<file path="src/lsu_pipe_pkg.sv">
`default_nettype none

package lsu_pipe_pkg;

    localparam int XLEN       = 32;            // Data and address width
    localparam int REG_AW     = 5;             // Register number width
    localparam int DMEM_AW    = 8;             // Word index width, address bits 9..2
    localparam int DMEM_WORDS = 1 << DMEM_AW;

    // Code 2'b11 is not named and is handled as D2R
    typedef enum logic [1:0] {
        OP_D2R = 2'b00,                        // Pass operand to register
        OP_M2R = 2'b01,                        // Load
        OP_R2M = 2'b10                         // Store
    } access_op_t;

    // Code 2'b11 is not named and is handled as a word access
    typedef enum logic [1:0] {
        SZ_BYTE = 2'b00,
        SZ_HALF = 2'b01,
        SZ_WORD = 2'b10
    } access_sz_t;

endpackage

`default_nettype wire

</file>
<file path="src/agu_stage.sv">
`default_nettype none

module agu_stage import lsu_pipe_pkg::*; (
    input  logic              clk_i,
    input  logic              rst_n_i,
    input  logic              valid_i,
    input  access_op_t        op_i,
    input  access_sz_t        sz_i,
    input  logic              unsigned_i,
    input  logic [XLEN-1:0]   base_i,
    input  logic [15:0]       offset_i,
    input  logic [XLEN-1:0]   wdata_i,
    input  logic [REG_AW-1:0] rd_i,
    output logic              valid_o,
    output access_op_t        op_o,
    output access_sz_t        sz_o,
    output logic              unsigned_o,
    output logic [XLEN-1:0]   addr_o,
    output logic [XLEN-1:0]   wdata_o,
    output logic [REG_AW-1:0] rd_o,
    output logic              misalign_o
);

    logic [XLEN-1:0] addr;
    logic            mem_access;
    logic            align_err;
    logic            misalign;

    assign addr       = base_i + {{(XLEN-16){offset_i[15]}}, offset_i};
    assign mem_access = (op_i == OP_M2R) || (op_i == OP_R2M);

    always_comb begin
        case (sz_i)
            SZ_BYTE: align_err = 1'b0;
            SZ_HALF: align_err = addr[0];
            default: align_err = |addr[1:0];   // Word and the spare code
        endcase
    end

    // D2R never touches memory, so alignment does not apply to it
    assign misalign = align_err & mem_access;

    always_ff @(posedge clk_i) begin
        if (!rst_n_i) begin
            valid_o    <= 1'b0;
            misalign_o <= 1'b0;
        end else begin
            valid_o    <= valid_i;
            misalign_o <= valid_i & misalign;
        end
    end

    always_ff @(posedge clk_i) begin
        if (valid_i) begin
            op_o       <= misalign ? OP_D2R : op_i;   // Cancel the access
            sz_o       <= sz_i;
            unsigned_o <= unsigned_i;
            addr_o     <= addr;
            wdata_o    <= wdata_i;
            rd_o       <= rd_i;
        end
    end

    // Any access still headed for memory is aligned for its size
    a_mem_op_aligned: assert property (
        @(posedge clk_i) disable iff (!rst_n_i)
        valid_o && (op_o == OP_M2R || op_o == OP_R2M)
            |-> (sz_o != SZ_HALF || !addr_o[0])
             && (sz_o == SZ_BYTE || sz_o == SZ_HALF || addr_o[1:0] == 2'b00)
    );

endmodule

`default_nettype wire

</file>
<file path="config.mk">
export PLATFORM = sky130hd
export DESIGN_NAME = agu_stage
export DESIGN_NICKNAME = d
export VERILOG_FILES = /design/src/lsu_pipe_pkg.sv /design/src/agu_stage.sv
export SDC_FILE = /design/constraint.sdc
export NUM_CORES = 1
export LEC_CHECK = 0
export BUFFER_PORTS_ARGS = -buffer_cell sky130_fd_sc_hd__buf_4
export CORE_MARGIN = 1
export CORE_UTILIZATION = 45
export DETAILED_ROUTE_END_ITERATION = 7
export GPL_ROUTABILITY_DRIVEN = 0
export GPL_TIMING_DRIVEN = 0
export HOLD_SLACK_MARGIN = 0.05
export PLACE_DENSITY = 0.76
export SLEW_MARGIN = 20
export SYNTH_ARGS = -nofsm -noshare
export SYNTH_HDL_FRONTEND = slang
export SYNTH_SLANG_ARGS = --single-unit
</file>
<file path="constraint.sdc">
create_clock -name clk_i -period 2.9 [get_ports clk_i]
set_clock_uncertainty 0.15 [all_clocks]
set_input_delay 0.58 -clock clk_i [delete_from_list [all_inputs] [get_ports clk_i]]
set_output_delay 0.58 -clock clk_i [all_outputs]
set_load 0.02 [all_outputs]
</file>
==> results by group, run 1 <==
CTS
  • Clock root buffer: clkbuf_8
  • Longest Clk Path Bufs: 2
  • # H-tree levels: 3
  • CTS tree: done
  • CTS Buf Count: 9
  • Post-CTS Setup Repair Bufs: 0
  • CTS Sinks: 76
  • Worst-path clk slew: about 0.080 ns

Synth
  • Adder-cell share of the synthesized area: 9.37%
  • Most common cell in the netlist: edfxtp_1
  • Most used flip-flop cell after synthesis: edfxtp_1
  • Main combinational cell family by area after synthesis: compound AO/OA/AOI/OAI gates
  • Yosys reg bits: 76
  • Async set-reset flop share out of synthesis: 0%
  • Synth Instances: 359
  • Synth Area in Compound Gates: between 10% and 20%
  • Synth Area in XOR/XNOR: 4.83%
  • Sequential area share after synthesis: 51.9%
  • Synth Area in Simple Gates: 11.5%
  • Multiplexer share of the synthesized area: 1.18%
  • Top cells by area, synth: edfxtp_1 (51%), ha_1 (8.9%), a21oi_1 (3.3%), xnor2_1 (2.8%), a21o_1 (2.4%)
  • Post-synth EDFFs: 74
  • Post-synth top area cell: edfxtp_1
  • Mapped Area: approximately 4400 sq um
  • Yosys top cell area share: 51.0%
  • Synth cell count leaders: edfxtp_1 (74), ha_1 (31), a21oi_1 (29), nand2_1 (21), nor2_1 (20)
  • Distinct cell type count after synthesis: 68
  • Syn. warnings: 0
  • Net count after synthesis: 484
  • Avg Inst Size Synth: 12.1 sq um

Global route
  • Total global routing overflow: 0
  • First-pass GRT wire length: 16200 um
  • Gr usage total: 20.6%
  • Initial antenna violation count: 0
  • Number of global-route vias before repair: 3375
  • Largest net degree at the start of global routing: 76

Finish
  • Post-Layout Cell Count: between 600 and 700
  • Multi-input logic area: around 2000 sq um
  • Reg area: between 2000 and 2500 sq um
  • Fraction of layout cells with a size suffix above 1: a little under two fifths
  • Ant. Diodes: 0
  • Layout net count: roughly 660
  • FILL cells: roughly 770
  • P&R area growth vs syn: 37.3%

Power and ir drop
  • Leak: 2.59 nW
  • Peak supply drop: 0.251 mV
  • Pwr per Cell Area: around 520 nW/um^2

STA
  • Final hold vios: 0
  • Slew HR: 36.7%
  • Worst-margin pin slew: around 0.95 ns
  • Setup TNS Final: 0 ns
  • Final Slew Violations: 0
  • Hold WS: around 0.26 ns
  • Final worst path period share: a little over nine tenths
  • FMAX: 356 MHz
  • RSZ-0062 raised after global routing: false
  • Setup violations, final: 0
  • Period minus WS final: 2.81 ns

Routing
  • Drt pass-1 iters: 4
  • DR iter-0 viols: roughly 150
  • Drt total wl: around 11000 um
  • DR WL/cell: 15.8 um
  • Vias: 3601
  • # DRC: 0
  • Post-DRT Antenna Nets: 0
  • Routed vias/inst: 5.37

Worst setup path
  • Setup crit end kind: register
  • Worst Path Arrival: 2.86 ns
  • Worst-path fanout max: 4
  • CP max-delay cell: or4_1
  • Max incr delay on CP: ~0.52 ns
  • Setup crit start kind: input port
  • Worst Path Required: 2.95 ns
  • CP Class: input port to register
  • Critical-path cell list: buf_4 -> ha_1 -> fa_1 -> a21o_1 -> a311oi_2 -> or4_4 -> a2111oi_4 -> or4_1 -> nand3_1

Die
  • Core box area: 9330 sq um
  • Chip width: 100 um
  • Die area: 10100 sq um
  • Initial Util: 46.7%
  • Die height: ~100 um
  • Ports: between 150 and 200
  • Site Rows: 35

Placement
  • Inst Count DP: between 600 and 700
  • Dpl hpwl: 8260 um
  • # port buffers: 168

Flow run
  • Max-Cap Viols: 0

Run status
  • Status: complete, no violations

Hold path
  • Tightest Hold Check Type: input port to register
## worst paths after layout
kind                   start          to  slack, ns  cells past startpoint
setup / recovery   base_i[0]  addr_o[26]       0.09                      9
hold / removal    wdata_i[9]  wdata_o[9]       0.26                      1
## registers in the layout, indices dropped and copies added, names as in the netlist
signal / cells
valid_o: 1
addr_o: 32
unsigned_o: 1
sz_o: 2
wdata_o: 32
op_o: 2
misalign_o: 1
rd_o: 5
## area by class of cell
class,instances,share of cell area [%]
Sequential cell,76,37.8
Multi-Input combinational cell,262,33.1
Timing Repair Buffer,168,21.1
Tap cell,129,2.70
Clock buffer,9,2.07
Buffer,10,1.42
Clock inverter,6,1.09
Inverter,11,0.690
## layer usage
metal,GRT usage (%),wire [um],vias up
li1,-,-,1759
met1,25.2,4300,1698
met2,36.8,5460,136
met3,3.62,726,8
met4,6.91,78,0
met5,0,0,-
## cell families (layout without fill, tap and decap cells)
group,after synthesis,in the layout
compound gates,109,109
xor+xnor,24,24
fa+ha+maj,32,32
buf+inv,21,204
flops,76,76
mux,5,5
simple gates,92,92
## metrics by stage
stage / area [sq um] / utilization, % / total power [W] / setup WS (ns)
floorplan: 4360 / - / 0.00197 / 0.0456
global placement: 5780 / 61.9 / 0.00236 / -0.309
detailed placement: 5780 / 61.9 / 0.00238 / -0.336
CTS: 5970 / 64.0 / 0.00315 / 0.00758
global route: 5980 / 64.1 / 0.00327 / 0.00268
finish: 5980 / 64.1 / 0.00313 / 0.0874
## where the power goes
group | total [W] | switching, W | internal [W]
sequential | 0.00139 | 0.0000336 | 0.00136
combinational | 0.000959 | 0.000526 | 0.000433
clock | 0.000777 | 0.000382 | 0.000394
total | 0.00313 | 0.000942 | 0.00219
## worst max-delay path, delay by kind of cell
family,cells,cell delay [ns]
simple gates,3,0.86
compound gates,3,0.66
fa+ha+maj,2,0.63
buf+inv,1,0.11
## cells in the final DEF, fill, tap and decap left out, drive strengths merged, types with 4 or more instances in the layout
| cell | instances |
|---|---|
| o21ai | 15 |
| xor2 | 10 |
| a21o | 15 |
| clkbuf | 15 |
| edfxtp | 74 |
| nand2b | 4 |
| buf | 171 |
| ha | 31 |
| o211ai | 5 |
| xnor2 | 14 |
| nor2b | 5 |
| nand2 | 21 |
| mux2i | 4 |
| inv | 12 |
| nor2 | 20 |
| nor3 | 4 |
| and2 | 5 |
| a211oi | 6 |
| nand4 | 6 |
| o21a | 7 |
| nand3 | 8 |
| and4 | 5 |
| a21oi | 29 |
## what timing repair did
| item | CTS | global route |
|---|---|---|
| resized for setup | 0 | 2 |
| hold buffers | 0 | 0 |
| endpoints found under the setup margin | 0 | 3 |
No activity file was read; power rests on OpenSTA's default activity.
==> inputs of run 2 (changes only) <==
==> constraint.sdc (replaced) <==
create_clock -name clk_i -period 2.35 [get_ports clk_i]
set_clock_uncertainty 0.15 [all_clocks]
set_input_delay 0.47 -clock clk_i [delete_from_list [all_inputs] [get_ports clk_i]]
set_output_delay 0.47 -clock clk_i [all_outputs]
set_load 0.02 [all_outputs]
==> results by group, run 2 (same netlist as run 1, synthesis figures left out) <==
STA
  • RSZ-0062 raised after global routing: true (was false)
  • Hold WS: 0.143 ns (was 0.260 ns)
  • Period minus WS final: roughly 2.4 ns
  • Final worst path period share: 104%
  • Final Slew Violations: 0 (unchanged)
  • Slew HR: 38.1% (was 36.7%)
  • FMAX: 409 MHz
  • Worst-margin pin slew: 0.929 ns (was 0.950 ns)
  • Setup violations, final: 5 (was 0)
  • Final hold vios: 0 (unchanged)
  • Fin worst setup slack: -0.0945 ns (was 0.0874 ns)

CTS
  • # H-tree levels: 3 (unchanged)
  • CTS Sinks: 76 (unchanged)
  • Clock root buffer: clkbuf_8 (unchanged)
  • Longest Clk Path Bufs: 2 (unchanged)
  • CTS tree: done (unchanged)
  • Worst-path clk slew: 0.09 ns (was 0.08 ns)
  • CTS Buf Count: 9 (unchanged)

Finish
  • Fraction of layout cells with a size suffix above 1: 45.2% (was 37.6%)
  • Ant. Diodes: 0 (unchanged)
  • Post-Layout Cell Count: 682 (was 671)
  • FILL cells: 703 (was 766)
  • Layout net count: 673 (was 663)
  • Top flop regs: addr_o x32, wdata_o x32, rd_o x5 (unchanged)
  • Reg area: 2260 sq um (unchanged)
  • Post-Route Utilization: 68.6% (was 64.1%)
  • Most common cell after layout, fill and taps aside: buf_4 (unchanged)
  • Most frequent cells in the layout: buf_4 (174), edfxtp_1 (74), a21oi_1 (27), nand2_1 (21), nor2_1 (20) (was buf_4 (170), edfxtp_1 (74), ha_1 (31), a21oi_1 (29), nand2_1 (21))
  • Multi-input logic area: 2280 sq um (was 1980 sq um)
  • P&R area growth vs syn: 46.8% (was 37.3%)

Hold path
  • Worst Hold Depth: 1 (unchanged)
  • Tightest Hold Check Type: input port to register (unchanged)

Placement
  • Dpl hpwl: 8410 um (was 8260 um)
  • # port buffers: 168 (unchanged)
  • Worst slack at placement: -0.599 ns (was -0.336 ns)
  • Inst Count DP: 656 (unchanged)

Routing
  • DR iter-0 viols: 123 (was 149)
  • Vias: 3700 (was 3601)
  • DR WL/cell: 16.6 um (was 15.8 um)
  • # DRC: 0 (unchanged)
  • Drt total wl: 11300 um (was 10600 um)
  • Drt pass-1 iters: 4 (unchanged)
  • Post-DRT Antenna Nets: 0 (unchanged)
  • Routed vias/inst: 5.43 (was 5.37)

Worst setup path
  • CP Class: input port to register (unchanged)
  • Worst-path fanout max: 4 (unchanged)
  • Worst Path Required: 2.41 ns (was 2.95 ns)
  • Setup crit end kind: register (unchanged)
  • Worst Path Arrival: 2.50 ns (was 2.86 ns)
  • Critical-path cell list: buf_8 -> ha_4 -> fa_2 -> a21o_1 -> a311oi_2 -> or4_4 -> a2111oi_4 -> or4_1 -> nand3_1 (was buf_4 -> ha_1 -> fa_1 -> a21o_1 -> a311oi_2 -> or4_4 -> a2111oi_4 -> or4_1 -> nand3_1)
  • Setup crit start kind: input port (unchanged)
  • CP max-delay cell: or4_1 (unchanged)
  • Max incr delay on CP: 0.53 ns (was 0.52 ns)

Die
  • Die area: 10100 sq um (unchanged)
  • Initial Util: 46.7% (unchanged)
  • Die height: 100 um (unchanged)
  • Core box area: 9330 sq um (unchanged)
  • Ports: 169 (unchanged)
  • Site Rows: 35 (unchanged)
  • Chip width: 100 um (unchanged)

Run status
  • Status: complete, but fails checks (was complete, no violations)
  • Violated checks: negative setup slack

Global route
  • Number of global-route vias before repair: 3529 (was 3375)
  • Initial antenna violation count: 0 (unchanged)
  • M3 GR Usage: 4.39% (was 3.62%)
  • First-pass GRT wire length: 17000 um (was 16200 um)
  • Top Usage Layer GRT: met2 (unchanged)
  • Gr usage total: 21.8% (was 20.6%)
  • Met1 usage: 25.4% (was 25.2%)
  • Largest net degree at the start of global routing: 76 (unchanged)
  • Met2 Track Usage GR: 39.1% (was 36.8%)
  • Total global routing overflow: 0 (unchanged)

Power and ir drop
  • Sequential Power Share: 43.2% (was 44.6%)
  • Internal: 0.00270 W (was 0.00219 W)
  • Comb pwr share: 33.0% (was 30.6%)
  • Switch Pwr: 0.00128 W (was 0.000942 W)
  • Switch share: 32.2% (was 30.1%)
  • Clock power frac: 23.8% (was 24.8%)
  • Peak supply drop: 0.290 mV (was 0.251 mV)
  • Leak: 2.67 nW (was 2.59 nW)
  • Pwr per Cell Area: 623 nW/um^2 (was 523 nW/um^2)

Flow run
  • Max-Cap Viols: 0 (unchanged)
-- run 2: cell count changes in the layout (fill, tap and decap cells not counted), sizes merged --
cell,delta
bufinv,-1
inv,+3
clkinv,-1
buf,+10
-- run 2: metal layers --
layer	part of all wire [%]	wire (um)	up-vias
met5	0	0	-
met1	40	4550	1770
li1	-	-	1786
met3	6.4	724	15
met2	52	5840	129
met4	1.8	206	0
-- run 2: repair_timing --
| item | in CTS | in global routing |
|---|---|---|
| hold buffers | 0 | 0 |
| pin swaps | 16 | 6 |
| resized for setup | 31 | 16 |
| endpoints found under the setup margin | 7 | 12 |
| buffers inserted | 6 | 4 |
-- run 2: path summary, 6_finish.rpt --
check | start | endpoint | slack [ns]
setup / recovery | base_i[0] | addr_o[26] | -0.09
hold / removal | wdata_i[21] | wdata_o[21] | 0.14
-- run 2: through the flow --
stage	instance area, sq um	TNS (ns)	power [W]
after floorplan	4430	-1.07	0.00245
after global placement	5850	-6.55	0.00293
after detailed placement	5850	-7.12	0.00296
after CTS	6270	-0.142	0.00397
after global routing	6390	-0.756	0.00417
final	6390	-0.274	0.00398
-- run 2: final cells by class --
type	instances	share of cell area [%]
multi-input cells	262	35.7
flip-flops and latches	76	35.4
repair buffers	178	21.4
well taps	129	2.52
clock buffers	9	1.94
plain buffers	10	1.39
clock inverters	7	1.02
inverters	11	0.646
-- run 2: critical path, delay by kind of cell --
| kind | cells | cell delay (ns) |
|---|---|---|
| compound gates | 3 | 0.59 |
| fa+ha+maj | 2 | 0.52 |
| buf+inv | 1 | 0.10 |
| simple gates | 3 | 0.82 |
-- run 2: power by group through the flow --
stage | registers (W) | clock network [W] | logic [W]
CTS | 0.00173 | 0.000976 | 0.00127
global route | 0.00174 | 0.00103 | 0.00141
finish | 0.00172 | 0.000947 | 0.00131
detailed placement | 0.00176 | 0 | 0.00120
floorplan | 0.00195 | 0 | 0.000499
global placement | 0.00175 | 0 | 0.00118
