===== config.mk =====
export PLATFORM = sky130hd
export DESIGN_NAME = mem_stage
export DESIGN_NICKNAME = d
export VERILOG_FILES = /design/src/lsu_pipe_pkg.sv /design/src/mem_stage.sv
export SDC_FILE = /design/constraint.sdc
export NUM_CORES = 1
export LEC_CHECK = 0
export BUFFER_PORTS_ARGS = -buffer_cell sky130_fd_sc_hd__buf_2
export CELL_PAD_IN_SITES_DETAIL_PLACEMENT = 0
export CELL_PAD_IN_SITES_GLOBAL_PLACEMENT = 1
export CORE_MARGIN = 4
export CORE_UTILIZATION = 27
export CTS_CLUSTER_DIAMETER = 100
export DETAILED_ROUTE_END_ITERATION = 8
export PLACE_DENSITY_LB_ADDON = 0.1
export SLEW_MARGIN = 25
export SYNTH_ARGS = -nofsm -noshare
export SYNTH_HDL_FRONTEND = slang
export SYNTH_SLANG_ARGS = --single-unit

===== constraint.sdc =====
create_clock -name clk_i -period 1.2 [get_ports clk_i]
set_input_delay 0.18 -clock clk_i [delete_from_list [all_inputs] [get_ports clk_i]]
set_output_delay 0.18 -clock clk_i [all_outputs]
set_load 0.02 [all_outputs]

===== src/lsu_pipe_pkg.sv =====
`default_nettype none

package lsu_pipe_pkg;

    localparam int XLEN       = 32;            // Data and address width
    localparam int REG_AW     = 5;             // Register number width
    localparam int DMEM_AW    = 8;             // Word index width, address bits 9..2
    localparam int DMEM_WORDS = 1 << DMEM_AW;

    // Code 2'b11 is not named and is handled as D2R
    typedef enum logic [1:0] {
        OP_D2R = 2'b00,                        // Pass operand to register
        OP_M2R = 2'b01,                        // Load
        OP_R2M = 2'b10                         // Store
    } access_op_t;

    // Code 2'b11 is not named and is handled as a word access
    typedef enum logic [1:0] {
        SZ_BYTE = 2'b00,
        SZ_HALF = 2'b01,
        SZ_WORD = 2'b10
    } access_sz_t;

endpackage

`default_nettype wire


===== src/mem_stage.sv =====
`default_nettype none

module mem_stage import lsu_pipe_pkg::*; (
    input  logic               clk_i,
    input  logic               rst_n_i,
    input  logic               valid_i,
    input  access_op_t         op_i,
    input  access_sz_t         sz_i,
    input  logic               unsigned_i,
    input  logic [XLEN-1:0]    addr_i,
    input  logic [XLEN-1:0]    wdata_i,
    input  logic [REG_AW-1:0]  rd_i,
    input  logic               misalign_i,
    output logic [DMEM_AW-1:0] dm_addr_o,
    output logic [XLEN-1:0]    dm_wdata_o,
    output logic [XLEN/8-1:0]  dm_be_o,
    output logic               dm_we_o,
    input  logic [XLEN-1:0]    dm_rdata_i,
    output logic               wb_valid_o,
    output logic               wb_we_o,
    output logic [REG_AW-1:0]  wb_rd_o,
    output logic [XLEN-1:0]    wb_data_o,
    output logic               misalign_o
);

    logic [7:0]      ld_byte;
    logic [15:0]     ld_half;
    logic [XLEN-1:0] ld_data;
    logic [XLEN-1:0] wb_data;

    assign dm_addr_o = addr_i[DMEM_AW+1:2];   // Upper address bits alias

    always_comb begin
        case (sz_i)
            SZ_BYTE: dm_be_o = 4'b0001 << addr_i[1:0];
            SZ_HALF: dm_be_o = addr_i[1] ? 4'b1100 : 4'b0011;
            default: dm_be_o = 4'b1111;
        endcase
    end

    // Replicate so that every enabled lane sees the right bytes
    always_comb begin
        case (sz_i)
            SZ_BYTE: dm_wdata_o = {4{wdata_i[7:0]}};
            SZ_HALF: dm_wdata_o = {2{wdata_i[15:0]}};
            default: dm_wdata_o = wdata_i;
        endcase
    end

    // A misaligned access already arrives as D2R
    assign dm_we_o = valid_i & ~misalign_i & (op_i == OP_R2M);

    assign ld_byte = dm_rdata_i[8*addr_i[1:0] +: 8];
    assign ld_half = addr_i[1] ? dm_rdata_i[31:16] : dm_rdata_i[15:0];

    always_comb begin
        case (sz_i)
            SZ_BYTE: begin
                if (unsigned_i) begin
                    ld_data = {{(XLEN-8){1'b0}}, ld_byte};
                end else begin
                    ld_data = {{(XLEN-8){ld_byte[7]}}, ld_byte};
                end
            end
            SZ_HALF: begin
                if (unsigned_i) begin
                    ld_data = {{(XLEN-16){1'b0}}, ld_half};
                end else begin
                    ld_data = {{(XLEN-16){ld_half[15]}}, ld_half};
                end
            end
            default: ld_data = dm_rdata_i;
        endcase
    end

    assign wb_data = (op_i == OP_M2R) ? ld_data : wdata_i;   // Store and D2R pass operand

    always_ff @(posedge clk_i) begin
        if (!rst_n_i) begin
            wb_valid_o <= 1'b0;
            wb_we_o    <= 1'b0;
            misalign_o <= 1'b0;
        end else begin
            wb_valid_o <= valid_i;
            wb_we_o    <= valid_i & ~misalign_i & (op_i != OP_R2M);
            misalign_o <= valid_i & misalign_i;
        end
    end

    always_ff @(posedge clk_i) begin
        if (valid_i) begin
            wb_rd_o   <= rd_i;
            wb_data_o <= wb_data;
        end
    end

    // A store that reaches memory never straddles its lanes
    a_store_aligned: assert property (
        @(posedge clk_i) disable iff (!rst_n_i)
        dm_we_o |-> (sz_i != SZ_HALF || !addr_i[0])
                 && (sz_i == SZ_BYTE || sz_i == SZ_HALF || addr_i[1:0] == 2'b00)
    );

    a_cancel_is_d2r: assert property (
        @(posedge clk_i) disable iff (!rst_n_i) valid_i && misalign_i |-> op_i == OP_D2R
    );

endmodule

`default_nettype wire


==> results.py, run 1 <==
metrics = {
    "floorplanning": {
        "die-width_um": 110,
        "die-height_um": 110,
        "ioPinCount": 195,
        "design.core.area_um2": 10300,
        "start_util_pct": 27.5,
        "die_area_um2": 12200,
        "rows": 37,
    },
    "critical_path": {
        "cp_top_family": "buffers and inverters",
        "path_buf_inv": 3,
        "critPathMaxStageDelay_ns": 0.31,
        "arrival_ns": 1.01,
        "endpoint_kind": "output pin",
        "path_common_cell": "buf_6",
        "cp_max_fo": 5,
        "crit_path_top_delay_cell": "mux2_4",
        "path_cells": "buf_12, nor2_4, buf_6, mux2_4, buf_6",
        "criticalPathCategory": "in2out",
        "crit_required_ns": 1.02,
        "cp-start-kind": "primary input",
    },
    "yosys": {
        "ys_warn_count": 0,
        "synth_top_cell_by_area": "edfxtp_1",
        "syn_nets": 383,
        "ys_seq_area_share_pct": 41.4,
        "ys_top_cells_by_area": "edfxtp_1 39%, nand3_1 5.1%, buf_4 4.8%",
        "synth_cell_types": 40,
        "synth_cells": 273,
        "synth.top_cell.area_share_pct": 39.3,
        "ys_ff_latch": 40,
        "postSynthAreaPerCell_um2": 10.4,
        "synth_area_um2": 2830,
    },
    "placement": {
        "gp_congestion": 0.876,
        "hpwl_mm": 8.32,
        "post_dp_cell_area_um2": 3950,
        "port_buffers": 156,
        "place_ws_ns": -0.334,
    },
    "timing": {
        "period_minus_slack_ns": 1.19,
        "setup_viol": 0,
        "finalCritPeriodShare_pct": 99.1,
        "setup_slack_ns": 0.0113,
        "rsz0062_at_grt": "true",
        "fmax_ghz": 0.841,
        "final_max_slew_viol_count": 0,
        "maxSlewHeadroom_pct": 78.4,
        "finalHoldViolCount": 0,
        "worstMarginPinSlew_ns": 0.325,
    },
    "job": {
        "drv_cap": 0,
    },
    "drt": {
        "ant_nets": 0,
        "drc": 0,
        "vias": 2816,
        "dr.first_iter.drc_count": 131,
        "wl_per_cell_um": 18.5,
        "routed_wl_mm": 10.8,
        "firstDrtPassIters": 4,
        "avgViaCountPerCell": 4.81,
    },
    "clock_network": {
        "cts_inserted_buffers": 5,
        "cts_sinks": 40,
        "holdBufCountCts": 0,
        "path_clk_slew_ns": 0.08,
        "clk_path_buf_depth": 2,
        "cts_tree": "done",
        "cts_root_buf": "clkbuf_8",
        "htree_levels": 2,
    },
    "min_path": {
        "hold_class": "in2reg",
        "min_to": "wb_rd_o[4]",
        "min_from": "rd_i[4]",
        "holdPathStages": 1,
    },
    "global_route": {
        "grt_first_pass_wirelength_mm": 15.9,
        "grt.total_usage_pct": 17.7,
        "grt_pass1_vias": 2901,
        "grt_overflow": 0,
        "grt_max_degree": 24,
        "antenna_found_initial": 0,
    },
    "final_layout": {
        "area_growth_pct": 54.6,
        "fillCellCount": 1077,
        "fin_nets": 559,
        "stdcell_area_um2": 4370,
        "antenna_cells": 0,
        "drive_gt1_share_pct": 60.4,
    },
    "outcome": {
        "status": "completed",
    },
    "power_and_ir_drop": {
        "p_per_area_nw_per_um2": 939,
        "p_leak_uw": 0.00206,
        "peakVddDrop_v": 0.000442,
    },
}
[report_power, final]
group	internal (uW)	leakage (uW)	switching, uW
Combinational	679	0.00163	841
Clock	396	0.0000453	495
Sequential	1670	0.000386	28.1
Total	2740	0.00206	1360
[cell usage in the layout, fill, tap and decap left out, types with 2 or more instances in the layout]
| cell type | n |
|---|---|
| clkbuf_8 | 5 |
| buf_4 | 45 |
| a21oi_2 | 7 |
| a21o_4 | 2 |
| a21oi_1 | 16 |
| buf_2 | 131 |
| nor2_4 | 2 |
| edfxtp_1 | 37 |
| a21o_1 | 8 |
| o21bai_1 | 2 |
| mux2i_1 | 8 |
| o21ai_0 | 2 |
| nor4bb_1 | 3 |
| buf_6 | 20 |
| nand2b_1 | 2 |
| and4bb_2 | 4 |
| mux2_4 | 15 |
| nor2_1 | 17 |
| a221oi_2 | 8 |
| dfxtp_1 | 3 |
| buf_12 | 11 |
| nand3_2 | 11 |
| nand3_1 | 29 |
| clkinv_2 | 2 |
| o21ai_1 | 9 |
| nand2_1 | 27 |
| a31oi_1 | 7 |
[metal layers]
metal | share of wire, % | GRT usage [%]
met1 | 43 | 22.3
met2 | 49 | 31.1
met3 | 6.9 | 3.03
met4 | 1.4 | 4.93
met5 | 0 | 0
[kinds of logic after synthesis]
kind of cell	after synthesis	share of synthesized area, %
AOI/OAI and AO/OA	63	16.8
buffers and inverters	41	10.2
DFF	40	41.4
muxes	26	10.4
and+or+nand+nor	103	21.2
[area by class of cell]
cell class              instances  area, um^2  share of cell area (%)
clock buffers                   5        68.8                    1.57
clock inverters                 3        13.8                   0.315
inverters                       2        7.51                   0.172
multi-input cells             192        1470                    33.6
flip-flops and latches         40        1170                    26.8
well taps                     136         170                    3.89
repair buffers                208        1470                    33.6
[cells in the mapped netlist, drive strengths merged]
| cell type | number |
|---|---|
| nand3 | 40 |
| edfxtp | 37 |
| buf | 34 |
| nand2 | 28 |
| a21oi | 23 |
| nor2 | 20 |
| mux2 | 17 |
| o21ai | 11 |
| a21o | 10 |
| a221oi | 8 |
| mux2i | 8 |
| a31oi | 7 |
| clkbuf | 5 |
| and4bb | 4 |
| dfxtp | 3 |
| nor4bb | 3 |
| inv | 2 |
| nand2b | 2 |
| nor2b | 2 |
| o21bai | 2 |
| a32o | 1 |
| and2 | 1 |
| and3 | 1 |
| mux4 | 1 |
| nand3b | 1 |
| nor4b | 1 |
| o2111ai | 1 |
[metrics by stage]
stage	hold slack (ns)	total power (uW)	cells	util, %	TNS (ns)
after floorplan	0.252	2510	273	-	-1.28
after global placement	0.358	3090	569	38.5	-8.73
after detailed placement	0.359	3090	569	38.5	-9.62
after CTS	0.0474	4150	586	42.1	-0.00206
after global routing	0.0469	4330	586	42.5	-0.0684
final	0.0595	4110	586	42.5	0
[worst max path at each step]
| stage | from | endpoint | slack [ns] | cells past startpoint |
|---|---|---|---|---|
| 2_1_floorplan | sz_i[1] | dm_wdata_o[26] | -0.05 | 3 |
| 3_3_place_gp | sz_i[0] | wb_data_o[0] | -0.30 | 6 |
| 3_5_place_dp | sz_i[0] | wb_data_o[2] | -0.33 | 6 |
| 4_1_cts | sz_i[1] | dm_wdata_o[19] | -0.002 | 5 |
| 5_1_grt | sz_i[1] | dm_wdata_o[10] | -0.01 | 5 |
| 6_report | sz_i[1] | dm_wdata_o[12] | 0.01 | 5 |
[what timing repair did]
item / in CTS / in global routing
setup endpoints to repair: 25 / 18
cloned: 1 / 0
buffers inserted: 8 / 0
pin swaps: 1 / 1
gates resized for setup: 64 / 15
[flip-flops by register name, indices dropped and copies added, names as in the netlist]
register,flops
misalign_o,1
wb_data_o,32
wb_rd_o,5
wb_valid_o,1
wb_we_o,1
(Power assumes the default switching activity.)
==> run 2: changes to the inputs <==
BUFFER_PORTS_ARGS = -buffer_cell sky130_fd_sc_hd__clkbuf_2   (was -buffer_cell sky130_fd_sc_hd__buf_2)
==> run 2 against run 1 <==
Effect of this change:
- the flow now finishes with violations (negative setup slack)
- design area up 1.9%
- critical path depth unchanged
- via count down 0.99%
- die area unchanged
- maximum frequency down 2.6%
- critical path type unchanged
- critical endpoint is now dm_wdata_o[10]
==> results.py, run 2 (synthesis gave the netlist of run 1 again) <==
metrics = {
    "floorplanning": {
        "die-height_um": 110,
        "die_area_um2": 12200,
        "rows": 37,
        "ioPinCount": 195,
        "start_util_pct": 27.5,
        "design.core.area_um2": 10300,
        "die-width_um": 110,
    },
    "final_layout": {
        "largest_reg_flops": 32,
        "area_growth_pct": 57.5,
        "stdcell_area_um2": 4450,
        "reg_top3": "wb_data_o: 32 flops, wb_rd_o: 5 flops",
        "multiInputGateArea_um2": 1480,
        "layout_commonest_cell": "clkbuf_2",
        "drive_gt1_share_pct": 61.1,
        "regArea_um2": 1170,
        "fin_nets": 566,
        "fillCellCount": 1062,
        "final_cell_mix": "134 x clkbuf_2, 46 x buf_4, 37 x edfxtp_1, 29 x nand3_1, 26 x nand2_1",
        "fin_util_pct": 43.3,
        "antenna_cells": 0,
        "top_register": "wb_data_o",
    },
    "critical_path": {
        "cp_top_family": "buffers and inverters",
        "path_cells": "buf_12, nor2_4, buf_12, mux2_4, buf_8",
        "path_buf_inv": 3,
        "cp-start-kind": "primary input",
        "criticalPathCategory": "in2out",
        "crit_path_top_delay_cell": "mux2_4",
        "path_common_cell": "buf_12",
        "critPathMaxStageDelay_ns": 0.32,
        "endpoint_kind": "output pin",
        "crit_required_ns": 1.02,
        "arrival_ns": 1.04,
        "cp_max_fo": 7,
    },
    "drt": {
        "ant_nets": 0,
        "avgViaCountPerCell": 4.70,
        "dr.first_iter.drc_count": 96,
        "wl_per_cell_um": 18.1,
        "vias": 2788,
        "routed_wl_mm": 10.7,
        "firstDrtPassIters": 4,
        "drc": 0,
    },
    "timing": {
        "finalHoldViolCount": 0,
        "setup_viol": 6,
        "rsz0062_at_grt": "true",
        "final_max_slew_viol_count": 0,
        "finalCritPeriodShare_pct": 102,
        "maxSlewHeadroom_pct": 76.7,
        "setup_tns_ns": -0.111,
        "setup_slack_ns": -0.0206,
        "fmax_ghz": 0.819,
        "worstMarginPinSlew_ns": 0.349,
        "period_minus_slack_ns": 1.22,
        "hold_ws_ns": 0.0527,
    },
    "placement": {
        "gp_congestion": 0.832,
        "port_buffers": 156,
        "hpwl_mm": 8.33,
        "post_dp_cell_area_um2": 4010,
    },
    "outcome": {
        "status": "finished, violations left",
        "violations": "negative setup slack",
    },
    "clock_network": {
        "htree_levels": 2,
        "clk_path_buf_depth": 2,
        "cts_inserted_buffers": 5,
        "path_clk_slew_ns": 0.08,
        "cts_tree": "done",
        "cts_sinks": 40,
        "cts_root_buf": "clkbuf_8",
    },
    "global_route": {
        "grt_overflow": 0,
        "grt_pass1_vias": 2800,
        "grt_max_degree": 27,
        "grt_first_pass_wirelength_mm": 15.8,
        "antenna_found_initial": 0,
        "grt.total_usage_pct": 17.6,
    },
    "power_and_ir_drop": {
        "p_leak_uw": 0.00211,
        "p_per_area_nw_per_um2": 978,
        "peakVddDrop_v": 0.000431,
    },
    "min_path": {
        "min_from": "rd_i[1]",
        "holdPathStages": 1,
        "hold_class": "in2reg",
        "min_to": "wb_rd_o[1]",
    },
    "job": {
        "drv_cap": 0,
    },
}
## run 2: cell count changes in the layout (fill, tap and decap cells not counted), moves of 2 or more
cell	previous run	this run
buf_2	131	2
clkbuf_2	0	134
buf_8	0	6
clkbuf_8	5	7
mux2_4	15	11
mux2_1	1	6
clkbuf_4	0	2
a21oi_2	7	9
buf_6	20	12
a21oi_1	16	14
## run 2: what timing repair did
action | CTS | global route
hold endpoints to repair | 0 | 0
gates resized for setup | 47 | 41
pin swaps | 3 | 11
setup buffers | 8 | 0
endpoints found under the setup margin | 26 | 35
hold buffers | 0 | 0
## run 2: how the worst max path moves through the flow
stage | endpoint | slack (ns) | cells past startpoint | start
finish | dm_wdata_o[10] | -0.02 | 5 | sz_i[1]
global route | dm_wdata_o[10] | -0.05 | 5 | sz_i[0]
CTS | dm_wdata_o[10] | -0.05 | 5 | sz_i[0]
detailed placement | wb_data_o[19] | -0.30 | 7 | sz_i[0]
global placement | wb_data_o[17] | -0.26 | 5 | addr_i[1]
floorplan | dm_wdata_o[26] | -0.05 | 3 | sz_i[1]
## run 2: power breakdown
group / switching (uW) / internal, uW / total, uW / leakage [uW]
logic: 843 / 672 / 1520 / 0.00167
registers: 33.2 / 1670 / 1700 / 0.000386
clock network: 523 / 616 / 1140 / 0.0000541
## run 2: per-layer routing
metal	GRT usage, %	share of wire, %	vias up
met5	0	0	-
met4	4.49	1.4	0
met3	3.03	6.2	8
met2	30.5	50	95
met1	22.5	43	1310
li1	-	-	1375
## run 2: metrics by stage
stage | total power (uW) | instances | setup WS (ns)
finish | 4360 | 593 | -0.0206
CTS | 4370 | 593 | -0.0526
floorplan | 2510 | 273 | -0.0469
global placement | 3110 | 577 | -0.262
detailed placement | 3110 | 577 | -0.300
global route | 4560 | 593 | -0.0454
## run 2: cell type report
class,count,area share [%]
Sequential cell,40,26.3
Timing Repair Buffer,215,34.1
Clock buffer,5,1.54
Multi-Input combinational cell,192,33.1
Inverter,2,0.169
Clock inverter,3,0.955
Tap cell,136,3.82
